File: src/rv_decode_pkg.sv
// widths are fixed by RV32I; alu op bit positions must match the execute stage's decoding
`default_nettype none

package rv_decode_pkg;

	typedef logic [31:0] word_t;
	typedef logic [4:0] reg_addr_t;
	typedef logic [11:0] csr_addr_t;
	typedef logic [6:0] opcode_t;
	typedef logic [17:0] alu_op_t;

	localparam int NUM_REGS = 32;

	// bit positions inside the one-hot alu op word
	localparam int OP_ADD = 0;
	localparam int OP_SUB = 1;
	localparam int OP_SLT = 2;
	localparam int OP_SLTU = 3;
	localparam int OP_AND = 4;
	// reserved, never set by decode
	localparam int OP_NOR = 5;
	localparam int OP_OR = 6;
	localparam int OP_XOR = 7;
	localparam int OP_SLL = 8;
	localparam int OP_SRL = 9;
	localparam int OP_SRA = 10;
	localparam int OP_LUI = 11;
	localparam int OP_BEQ = 12;
	localparam int OP_BNE = 13;
	localparam int OP_BLT = 14;
	localparam int OP_BLTU = 15;
	localparam int OP_BGE = 16;
	localparam int OP_BGEU = 17;

	// major opcodes
	localparam opcode_t OPC_OP_IMM = 7'b001_0011;
	localparam opcode_t OPC_OP = 7'b011_0011;
	localparam opcode_t OPC_LUI = 7'b011_0111;
	localparam opcode_t OPC_AUIPC = 7'b001_0111;
	localparam opcode_t OPC_JAL = 7'b110_1111;
	localparam opcode_t OPC_JALR = 7'b110_0111;
	localparam opcode_t OPC_BRANCH = 7'b110_0011;
	localparam opcode_t OPC_LOAD = 7'b000_0011;
	localparam opcode_t OPC_STORE = 7'b010_0011;
	localparam opcode_t OPC_SYSTEM = 7'b111_0011;

	// full encodings of the operand-less system instructions
	localparam word_t INST_ECALL = 32'h0000_0073;
	localparam word_t INST_EBREAK = 32'h0010_0073;
	localparam word_t INST_MRET = 32'h3020_0073;

	localparam csr_addr_t CSR_MSTATUS = 12'h300;
	localparam csr_addr_t CSR_MTVEC = 12'h305;
	localparam csr_addr_t CSR_MEPC = 12'h341;
	localparam csr_addr_t CSR_MCAUSE = 12'h342;

	typedef struct packed {
		word_t pc;
		word_t inst;
	} fetch_bus_t;

	typedef struct packed {
		word_t src1;
		word_t src2;
		reg_addr_t rd;
		alu_op_t op;
	} alu_bus_t;

	typedef struct packed {
		logic [1:0] wb_sel;
		logic [2:0] store_kind;
		logic [4:0] load_kind;
		word_t store_data;
		logic [1:0] jump_kind;
		word_t branch_target;
		logic is_branch;
		word_t pc;
		word_t inst;
	} exu_bus_t;

	typedef struct packed {
		csr_addr_t csr_idx;
		logic [2:0] csr_kind;
		word_t next_pc;
		logic next_pc_taken;
	} csr_bus_t;

endpackage

`default_nettype wire

File: src/reg_file.sv
// x0 always reads zero and drops writes; reads see a write only after its edge, no bypass
`timescale 1ns/1ps
`default_nettype none

module reg_file import rv_decode_pkg::*; (
	input wire clock,
	input wire reset,
	input wire reg_addr_t raddr1,
	input wire reg_addr_t raddr2,
	output word_t rdata1,
	output word_t rdata2,
	input wire wen,
	input wire reg_addr_t waddr,
	input wire word_t wdata
);

	word_t regs [NUM_REGS];

	always_ff @(posedge clock) begin
		if (reset) begin
			for (int i = 0; i < NUM_REGS; i++) begin
				regs[i] <= '0;
			end
		end else if (wen && waddr != '0) begin
			regs[waddr] <= wdata;
		end
	end

	// index 0 is hardwired, whatever the array holds
	assign rdata1 = (raddr1 == '0) ? '0 : regs[raddr1];
	assign rdata2 = (raddr2 == '0) ? '0 : regs[raddr2];

	// write-back from execute must never carry an unresolved index
	a_waddr_known: assert property (
		@(posedge clock) disable iff (reset) wen |-> !$isunknown(waddr)
	);

endmodule

`default_nettype wire

File: src/csr_file.sv
// only mstatus, mtvec, mepc, mcause exist; other addresses read zero and drop writes
`timescale 1ns/1ps
`default_nettype none

module csr_file import rv_decode_pkg::*; (
	input wire clock,
	input wire reset,
	input wire csr_addr_t raddr,
	output word_t rdata,
	input wire wen,
	input wire csr_addr_t waddr,
	input wire word_t wdata
);

	word_t mstatus;
	word_t mtvec;
	word_t mepc;
	word_t mcause;

	always_ff @(posedge clock) begin
		if (reset) begin
			mstatus <= '0;
			mtvec <= '0;
			mepc <= '0;
			mcause <= '0;
		end else if (wen) begin
			case (waddr)
				CSR_MSTATUS: mstatus <= wdata;
				CSR_MTVEC: mtvec <= wdata;
				CSR_MEPC: mepc <= wdata;
				CSR_MCAUSE: mcause <= wdata;
				default: ;
			endcase
		end
	end

	// combinational read, used by decode in the same cycle
	always_comb begin
		case (raddr)
			CSR_MSTATUS: rdata = mstatus;
			CSR_MTVEC: rdata = mtvec;
			CSR_MEPC: rdata = mepc;
			CSR_MCAUSE: rdata = mcause;
			default: rdata = '0;
		endcase
	end

endmodule

`default_nettype wire

File: src/decode_stage.sv
// one-entry stage; legal RV32I plus csrrw/csrrs/ecall/ebreak/mret only, no hazard checks
`timescale 1ns/1ps
`default_nettype none

module decode_stage import rv_decode_pkg::*; (
	input wire clock,
	input wire reset,
	input wire fetch_bus_t fetch_bus,
	input wire fetch_valid,
	output logic decode_allowin,
	input wire exu_allowin,
	output logic decode_valid,
	output alu_bus_t alu_bus,
	output exu_bus_t exu_bus,
	output csr_bus_t csr_bus,
	output csr_addr_t csr_raddr,
	input wire word_t csr_rdata,
	input wire rf_wen,
	input wire reg_addr_t rf_waddr,
	input wire word_t rf_wdata
);

	fetch_bus_t held;
	word_t pc;
	word_t inst;
	opcode_t opcode;
	logic [2:0] funct3;
	logic f7_zero;
	logic f7_alt;
	word_t rs1_data;
	word_t rs2_data;
	word_t imm_i, imm_s, imm_b, imm_u, imm_j, imm;
	logic inst_addi, inst_slti, inst_sltiu, inst_andi, inst_ori, inst_xori;
	logic inst_slli, inst_srli, inst_srai, inst_lui, inst_auipc;
	logic inst_add, inst_sub, inst_slt, inst_sltu, inst_and, inst_or;
	logic inst_xor, inst_sll, inst_srl, inst_sra;
	logic inst_jal, inst_jalr, inst_beq, inst_bne, inst_blt, inst_bltu, inst_bge, inst_bgeu;
	logic inst_lw, inst_lh, inst_lhu, inst_lb, inst_lbu, inst_sw, inst_sh, inst_sb;
	logic inst_ecall, inst_ebreak, inst_mret, inst_csrrw, inst_csrrs;
	logic is_load, is_store, is_branch, is_csr_rw, inst_legal;
	logic imm_is_i, imm_is_u, imm_is_s;
	alu_op_t op;

	// execute takes one item per cycle, so the slot frees whenever execute accepts
	assign decode_allowin = !decode_valid || exu_allowin;

	always_ff @(posedge clock) begin
		if (reset) begin
			decode_valid <= 1'b0;
		end else if (decode_allowin) begin
			decode_valid <= fetch_valid;
		end
	end

	always_ff @(posedge clock) begin
		if (decode_allowin) begin
			held <= fetch_bus;
		end
	end

	assign pc = held.pc;
	assign inst = held.inst;
	assign opcode = inst[6:0];
	assign funct3 = inst[14:12];
	assign f7_zero = inst[31:25] == 7'b000_0000;
	assign f7_alt = inst[31:25] == 7'b010_0000;

	// register-immediate
	assign inst_addi = opcode == OPC_OP_IMM && funct3 == 3'b000;
	assign inst_slti = opcode == OPC_OP_IMM && funct3 == 3'b010;
	assign inst_sltiu = opcode == OPC_OP_IMM && funct3 == 3'b011;
	assign inst_xori = opcode == OPC_OP_IMM && funct3 == 3'b100;
	assign inst_ori = opcode == OPC_OP_IMM && funct3 == 3'b110;
	assign inst_andi = opcode == OPC_OP_IMM && funct3 == 3'b111;
	assign inst_slli = opcode == OPC_OP_IMM && funct3 == 3'b001;
	// shift kind picked by bit 30 alone
	assign inst_srli = opcode == OPC_OP_IMM && funct3 == 3'b101 && !inst[30];
	assign inst_srai = opcode == OPC_OP_IMM && funct3 == 3'b101 && inst[30];
	assign inst_lui = opcode == OPC_LUI;
	assign inst_auipc = opcode == OPC_AUIPC;

	// register-register
	assign inst_add = opcode == OPC_OP && funct3 == 3'b000 && f7_zero;
	assign inst_sub = opcode == OPC_OP && funct3 == 3'b000 && f7_alt;
	assign inst_sll = opcode == OPC_OP && funct3 == 3'b001 && f7_zero;
	assign inst_slt = opcode == OPC_OP && funct3 == 3'b010 && f7_zero;
	assign inst_sltu = opcode == OPC_OP && funct3 == 3'b011 && f7_zero;
	assign inst_xor = opcode == OPC_OP && funct3 == 3'b100 && f7_zero;
	assign inst_srl = opcode == OPC_OP && funct3 == 3'b101 && f7_zero;
	assign inst_sra = opcode == OPC_OP && funct3 == 3'b101 && f7_alt;
	assign inst_or = opcode == OPC_OP && funct3 == 3'b110 && f7_zero;
	assign inst_and = opcode == OPC_OP && funct3 == 3'b111 && f7_zero;

	// jumps and branches
	assign inst_jal = opcode == OPC_JAL;
	assign inst_jalr = opcode == OPC_JALR && funct3 == 3'b000;
	assign inst_beq = opcode == OPC_BRANCH && funct3 == 3'b000;
	assign inst_bne = opcode == OPC_BRANCH && funct3 == 3'b001;
	assign inst_blt = opcode == OPC_BRANCH && funct3 == 3'b100;
	assign inst_bge = opcode == OPC_BRANCH && funct3 == 3'b101;
	assign inst_bltu = opcode == OPC_BRANCH && funct3 == 3'b110;
	assign inst_bgeu = opcode == OPC_BRANCH && funct3 == 3'b111;

	// loads and stores
	assign inst_lb = opcode == OPC_LOAD && funct3 == 3'b000;
	assign inst_lh = opcode == OPC_LOAD && funct3 == 3'b001;
	assign inst_lw = opcode == OPC_LOAD && funct3 == 3'b010;
	assign inst_lbu = opcode == OPC_LOAD && funct3 == 3'b100;
	assign inst_lhu = opcode == OPC_LOAD && funct3 == 3'b101;
	assign inst_sb = opcode == OPC_STORE && funct3 == 3'b000;
	assign inst_sh = opcode == OPC_STORE && funct3 == 3'b001;
	assign inst_sw = opcode == OPC_STORE && funct3 == 3'b010;

	// system
	assign inst_ecall = inst == INST_ECALL;
	assign inst_ebreak = inst == INST_EBREAK;
	assign inst_mret = inst == INST_MRET;
	assign inst_csrrw = opcode == OPC_SYSTEM && funct3 == 3'b001;
	assign inst_csrrs = opcode == OPC_SYSTEM && funct3 == 3'b010;

	assign is_load = inst_lw | inst_lh | inst_lhu | inst_lb | inst_lbu;
	assign is_store = inst_sw | inst_sh | inst_sb;
	assign is_branch = inst_beq | inst_bne | inst_blt | inst_bltu | inst_bge | inst_bgeu;
	assign is_csr_rw = inst_csrrw | inst_csrrs;

	assign inst_legal = inst_addi | inst_slti | inst_sltiu | inst_andi | inst_ori | inst_xori
		| inst_slli | inst_srli | inst_srai | inst_lui | inst_auipc
		| inst_add | inst_sub | inst_slt | inst_sltu | inst_and | inst_or
		| inst_xor | inst_sll | inst_srl | inst_sra
		| inst_jal | inst_jalr | is_branch | is_load | is_store
		| inst_ecall | inst_ebreak | inst_mret | is_csr_rw;

	assign imm_i = {{20{inst[31]}}, inst[31:20]};
	assign imm_s = {{20{inst[31]}}, inst[31:25], inst[11:7]};
	assign imm_b = {{20{inst[31]}}, inst[7], inst[30:25], inst[11:8], 1'b0};
	assign imm_u = {inst[31:12], 12'b0};
	assign imm_j = {{12{inst[31]}}, inst[19:12], inst[20], inst[30:21], 1'b0};

	assign imm_is_i = inst_addi | inst_slti | inst_sltiu | inst_andi | inst_ori | inst_xori
		| inst_slli | inst_srli | inst_srai | inst_jalr | is_load;
	assign imm_is_u = inst_lui | inst_auipc;
	assign imm_is_s = is_store;
	assign imm = ({32{imm_is_i}} & imm_i) | ({32{imm_is_u}} & imm_u)
		| ({32{inst_jal}} & imm_j) | ({32{imm_is_s}} & imm_s);

	reg_file u_reg_file (
		.clock(clock),
		.reset(reset),
		.raddr1(inst[19:15]),
		.raddr2(inst[24:20]),
		.rdata1(rs1_data),
		.rdata2(rs2_data),
		.wen(rf_wen),
		.waddr(rf_waddr),
		.wdata(rf_wdata)
	);

	always_comb begin
		op = '0;
		op[OP_ADD] = inst_addi | inst_add | inst_auipc | inst_jal | inst_jalr | is_load | is_store;
		op[OP_SUB] = inst_sub;
		op[OP_SLT] = inst_slti | inst_slt;
		op[OP_SLTU] = inst_sltiu | inst_sltu;
		op[OP_AND] = inst_andi | inst_and;
		op[OP_NOR] = 1'b0;
		// csrrs computes csr | rs1 in the alu
		op[OP_OR] = inst_ori | inst_or | inst_csrrs;
		op[OP_XOR] = inst_xori | inst_xor;
		op[OP_SLL] = inst_slli | inst_sll;
		op[OP_SRL] = inst_srli | inst_srl;
		op[OP_SRA] = inst_srai | inst_sra;
		op[OP_LUI] = inst_lui;
		op[OP_BEQ] = inst_beq;
		op[OP_BNE] = inst_bne;
		op[OP_BLT] = inst_blt;
		op[OP_BLTU] = inst_bltu;
		op[OP_BGE] = inst_bge;
		op[OP_BGEU] = inst_bgeu;
	end

	assign csr_raddr = inst_ecall ? CSR_MTVEC
		: inst_mret ? CSR_MEPC
		: is_csr_rw ? inst[31:20]
		: '0;

	always_comb begin
		alu_bus.src1 = (inst_jal | inst_auipc) ? pc : inst_lui ? '0 : rs1_data;
		alu_bus.src2 = (imm_is_i | imm_is_u | inst_jal | imm_is_s) ? imm
			: is_csr_rw ? csr_rdata : rs2_data;
		alu_bus.rd = inst[11:7];
		alu_bus.op = op;

		// bit 1 stores to memory, bit 0 writes a register
		exu_bus.wb_sel = {is_store, ~(is_store | is_branch)};
		exu_bus.store_kind = {inst_sb, inst_sh, inst_sw};
		exu_bus.load_kind = {inst_lbu, inst_lb, inst_lhu, inst_lh, inst_lw};
		exu_bus.store_data = rs2_data;
		exu_bus.jump_kind = {inst_jalr, inst_jal};
		exu_bus.branch_target = pc + imm_b;
		exu_bus.is_branch = is_branch;
		exu_bus.pc = pc;
		exu_bus.inst = inst;

		csr_bus.csr_idx = inst[31:20];
		csr_bus.csr_kind = {inst_ecall, inst_csrrs, inst_csrrw};
		csr_bus.next_pc = {32{inst_ecall | inst_mret}} & csr_rdata;
		csr_bus.next_pc_taken = inst_ecall | inst_mret;
	end

	a_legal_inst: assert property (
		@(posedge clock) disable iff (reset) decode_valid |-> inst_legal
	);

	// a stalled item must not change or vanish before execute takes it
	a_hold_stalled: assert property (
		@(posedge clock) disable iff (reset)
		(decode_valid && !exu_allowin) |=> (decode_valid && $stable(held))
	);

endmodule

`default_nettype wire

File: src/decode_top.sv
// write-back and CSR writes come from outside; no exception entry updates mepc or mcause
`timescale 1ns/1ps
`default_nettype none

module decode_top import rv_decode_pkg::*; (
	input wire clock,
	input wire reset,
	input wire fetch_bus_t fetch_bus,
	input wire fetch_valid,
	output logic decode_allowin,
	input wire exu_allowin,
	output logic decode_valid,
	output alu_bus_t alu_bus,
	output exu_bus_t exu_bus,
	output csr_bus_t csr_bus,
	input wire rf_wen,
	input wire reg_addr_t rf_waddr,
	input wire word_t rf_wdata,
	input wire csr_wen,
	input wire csr_addr_t csr_waddr,
	input wire word_t csr_wdata
);

	csr_addr_t csr_raddr;
	word_t csr_rdata;

	decode_stage u_decode_stage (
		.clock(clock),
		.reset(reset),
		.fetch_bus(fetch_bus),
		.fetch_valid(fetch_valid),
		.decode_allowin(decode_allowin),
		.exu_allowin(exu_allowin),
		.decode_valid(decode_valid),
		.alu_bus(alu_bus),
		.exu_bus(exu_bus),
		.csr_bus(csr_bus),
		.csr_raddr(csr_raddr),
		.csr_rdata(csr_rdata),
		.rf_wen(rf_wen),
		.rf_waddr(rf_waddr),
		.rf_wdata(rf_wdata)
	);

	// read port serves decode, write port is driven from outside
	csr_file u_csr_file (
		.clock(clock),
		.reset(reset),
		.raddr(csr_raddr),
		.rdata(csr_rdata),
		.wen(csr_wen),
		.waddr(csr_waddr),
		.wdata(csr_wdata)
	);

endmodule

`default_nettype wire

File: config.mk
export PLATFORM = sky130hd
export DESIGN_NAME = decode_top
export DESIGN_NICKNAME = d
export VERILOG_FILES = /design/src/rv_decode_pkg.sv /design/src/reg_file.sv /design/src/csr_file.sv /design/src/decode_stage.sv /design/src/decode_top.sv
export SDC_FILE = /design/constraint.sdc
export NUM_CORES = 2
export LEC_CHECK = 0
export BUFFER_PORTS_ARGS = -buffer_cell sky130_fd_sc_hd__buf_2
export CELL_PAD_IN_SITES_DETAIL_PLACEMENT = 1
export CELL_PAD_IN_SITES_GLOBAL_PLACEMENT = 1
export CORE_MARGIN = 2
export CORE_UTILIZATION = 39
export DETAILED_ROUTE_END_ITERATION = 10
export GPL_TIMING_DRIVEN = 0
export HOLD_SLACK_MARGIN = 0.1
export PLACE_DENSITY_LB_ADDON = 0.1
export SETUP_SLACK_MARGIN = 0.1
export SLEW_MARGIN = 40
export SYNTH_ARGS = -nofsm -noshare
export SYNTH_HDL_FRONTEND = slang
export SYNTH_SLANG_ARGS = --single-unit
File: constraint.sdc
create_clock -name clock -period 3.6 [get_ports clock]
set_input_delay 0.54 -clock clock [delete_from_list [all_inputs] [get_ports clock]]
set_output_delay 0.54 -clock clock [all_outputs]
set_load 0.01 [all_outputs]
==> results.md <==
- Comb pwr share: 22.5%
- RSZ-0062 raised after global routing: yes
- Worst Path Required: 3.06 ns
- Cell Area, Synth: 0.06496 mm2
- TritonCTS Buffers: 146
- Outcome: finished with violations
- Worst Setup Slack, final: -1.111 ns
- Slew @ Worst Pin: 0.9821 ns
- Synth Instances: 4482
- Critical path's largest stage delay: 0.57 ns
- CP bufs+invs: 4
- Tot Pwr: 40240 uW
- Layout cells sized above 1: 39.03%
- Reg2Reg Depth: 4
- Post-synthesis async set-or-reset flop share: 0%
- GRT Total Usage: 35.72%
- CTS Buffer Depth: 3
- Total number of H-tree levels: 4
- Port bufs: 426
- Ys flop type: edfxtp_1
- Min Tclk post-route: 4.711 ns
- Period Utilization, post-route: 130.9%
- Fin. Hold Viols: 0
- Peak supply drop: 501.5 uV
- Main area contributors after synthesis: edfxtp_1, mux4_2, and2_1
- Layout area overhead: 30.62%
- DRC Markers: 0
- Core area: 0.1652 mm2
- Post-synthesis cell type count: 80
- Slew margin rel.: 34.28%
- P_leak: 0.03060 uW
- Final-layout fill cell count: 16.18k
- DR WL met3: 29390 um
- Largest net degree at the start of global routing: 33
- Nets@finish: 5738
- Post-DRT Antenna Nets: 0
- Die ar.: 0.1698 mm2
- Synth Warn #: 0
- First-pass iteration count of the detailed router: 8
- Via/cell ratio: 6.222
- Critical Path End: alu_bus[30]
- Slowest-stage cell, CP: edfxtp_1
- Highest metal used: met5
- Clock slew at reported path FFs: 0.06 ns
- Sequential Power Share: 41.3%
- Max_cap viols: 0
- Clk sinks: 1227
- WS Path Type: reg2out
- Antenna violations before repair: 18
- Die W: 412.1 um
- Worst-Skew Late Latency: 0.79 ns
- Die height: 412.1 um
- Drt first-iter violations: 6756
- Fin util: 51.37%
- CP most frequent cell: buf_6
- Wirelength per Cell: 39.15 um
- Number of flops mapped to enable cells by yosys: 1088
- Cell Area, Placed: 0.07162 mm2
- Sequential area share after synthesis: 54.58%
- Hpwl dp: 214400 um
- Met1 WL: 117400 um
- Top fanout value on the critical path: 6
- Mean Syn Cell Area: 14.49 um2
- WP depth: 12
- Post-Route WL: 308100 um
- Critical Path AT: 4.17 ns
- Final Max Tran Viols: 0
- Clk_skew: 0.03221 ns
- Net Switching: 11830 uW
- Post-synthesis register bit count: 1227
- Via count: 48.97k
- Num ports: 429
- Highest Clock Rate: 212.3 MHz
- Worst reg2reg endpoint: u_decode_stage.pc[15]$_DFFE_PN_
- WHS Path Cells: 2
- Met2 routed WL: 141200 um
- FP Rows: 149
- Post-synth top cells: edfxtp_1, and2_1, mux4_2
- FF-to-FF Start: u_decode_stage.decode_valid$_SDFFE_PP0N_
- CP Cell Sequence: or2_1 -> or4_4 -> or3_4 -> o21ai_4 -> buf_6 -> nor3_4 -> buf_6 -> a222oi_1 -> buf_4 -> o211ai_1 -> o211a_1 -> buf_6
- Pwr dens: 474.2 mW/mm2
- Family with the most delay on the worst path: simple AND/OR/NAND/NOR gates
- Gr ovfl total: 0
- Clock share of power: 36.1%
- Register-to-register setup slack: 1.84 ns
- Global-route wire length before repair: 410500 um
- Int Pwr: 28410 uW
- Final instance area: 0.08485 mm2
- Worst min path class: in2reg
- Crit path launch: u_decode_stage.inst[24]$_DFFE_PN_
- Final setup vio count: 150
- Initial Util: 39.33%
- Top cell type by total area after synthesis: edfxtp_1
- GPL Wtd Cong: 0.9211
- Top-count cell post-synth: edfxtp_1
- Startpoint Class: flop
- Post-synth top area share: 50.29%
- Failing checks: setup timing
- Clk root buf: clkbuf_16
- CP endpoint kind: output port
- TritonCTS clock tree: yes
- Number of global-route vias before repair: 48.67k
- Switching share of power: 29.40%
[through the flow]
step           hold slack [ns]  setup slack [ns]  TNS (ns)  cells
6_report                0.1448            -1.111    -99.00   7870
5_1_grt                 0.1374            -1.100   -106.26   7862
4_1_cts                 0.1113            -1.041    -94.12   7725
3_5_place_dp            0.4441            -2.066   -140.86   7185
3_3_place_gp            0.4368            -2.338   -827.56   7129
2_1_floorplan           0.4292            0.1653         0   4514
[flip-flops by register name, indices dropped and copies added (netlist names), named ones only]
name and flops:
u_csr_file.mtvec 32, u_decode_stage.decode_valid 1, u_csr_file.mepc 32, u_decode_stage.u_reg_file.regs 1024, u_decode_stage.inst 32, u_decode_stage.pc 32, u_csr_file.mstatus 32, u_csr_file.mcause 32
[final cells by class]
type | instances | area (um2) | area share [%]
flip-flops and latches | 1227 | 35460 | 41.79
multi-input cells | 2796 | 30050 | 35.42
repair buffers | 895 | 8366 | 9.859
clock buffers | 200 | 3971 | 4.680
plain buffers | 471 | 3638 | 4.288
well taps | 2189 | 2739 | 3.228
clock inverters | 64 | 530.5 | 0.6252
inverters | 19 | 71.32 | 0.08405
diodes | 9 | 22.52 | 0.02654
[power groups by stage]
stage / combinational, uW / sequential, uW / clock, uW
3_5_place_dp: 6990 / 16900 / 0
6_report: 9070 / 16600 / 14500
5_1_grt: 9200 / 16700 / 15100
4_1_cts: 8400 / 16600 / 14500
2_1_floorplan: 3510 / 16800 / 0
3_3_place_gp: 6680 / 16900 / 0
[cell families after synthesis]
logic type               Yosys count  synth area share [%]
buffers and inverters            491                 3.163
multiplexers                     743                 23.79
XOR/XNOR                          26                0.3505
adder cells (fa/ha/maj)           31                0.6086
AO/OA/AOI/OAI                    366                 3.779
other                              1              0.005773
AND/OR/NAND/NOR                 1597                 13.72
flip-flops                      1227                 54.58
[routing by layer]
metal	vias up	track usage, %
li1	19246	-
met1	26016	46.49
met2	2999	55.88
met3	703	8.007
met4	6	18.95
met5	-	0
[worst min-delay path by stage]
stage,to,startpoint,slack (ns)
finish,u_decode_stage.u_reg_file.regs[4][28]$_SDFFCE_PN0P_,rf_wdata[28],0.14
global route,u_decode_stage.u_reg_file.regs[3][3]$_SDFFCE_PN0P_,rf_wdata[3],0.14
CTS,u_decode_stage.u_reg_file.regs[4][28]$_SDFFCE_PN0P_,rf_wdata[28],0.11
detailed placement,u_csr_file.mtvec[4]$_SDFFE_PP0P_,u_csr_file.mtvec[4]$_SDFFE_PP0P_,0.44
global placement,u_csr_file.mepc[1]$_SDFFE_PP0P_,u_csr_file.mepc[1]$_SDFFE_PP0P_,0.44
floorplan,u_csr_file.mepc[11]$_SDFFE_PP0P_,u_csr_file.mepc[11]$_SDFFE_PP0P_,0.43
[placed cells by master (no fill, tap or decap), drive strengths merged, types with 26 or more instances in the layout]
| cell type | instances |
|---|---|
| a222oi | 31 |
| inv | 26 |
| buf | 910 |
| nand2 | 277 |
| and2 | 998 |
| mux2i | 94 |
| a21oi | 137 |
| nor2 | 176 |
| clkinv | 51 |
| dfxtp | 139 |
| edfxtp | 1088 |
| conb | 33 |
| dlygate4sd3 | 106 |
| o21ai | 64 |
| or2 | 37 |
| mux4 | 640 |
| ha | 30 |
| clkbuf | 549 |
[timing repair]
item / CTS / global route
pin swaps: 109 / 114
hold endpoints to repair: 205 / 0
endpoints found under the setup margin: 162 / 154
buffers inserted: 161 / 138
resized for setup: 852 / 222
gates cloned: 9 / 7
hold buffers: 106 / 0
Note: power is estimated with default switching activity, not from simulation.
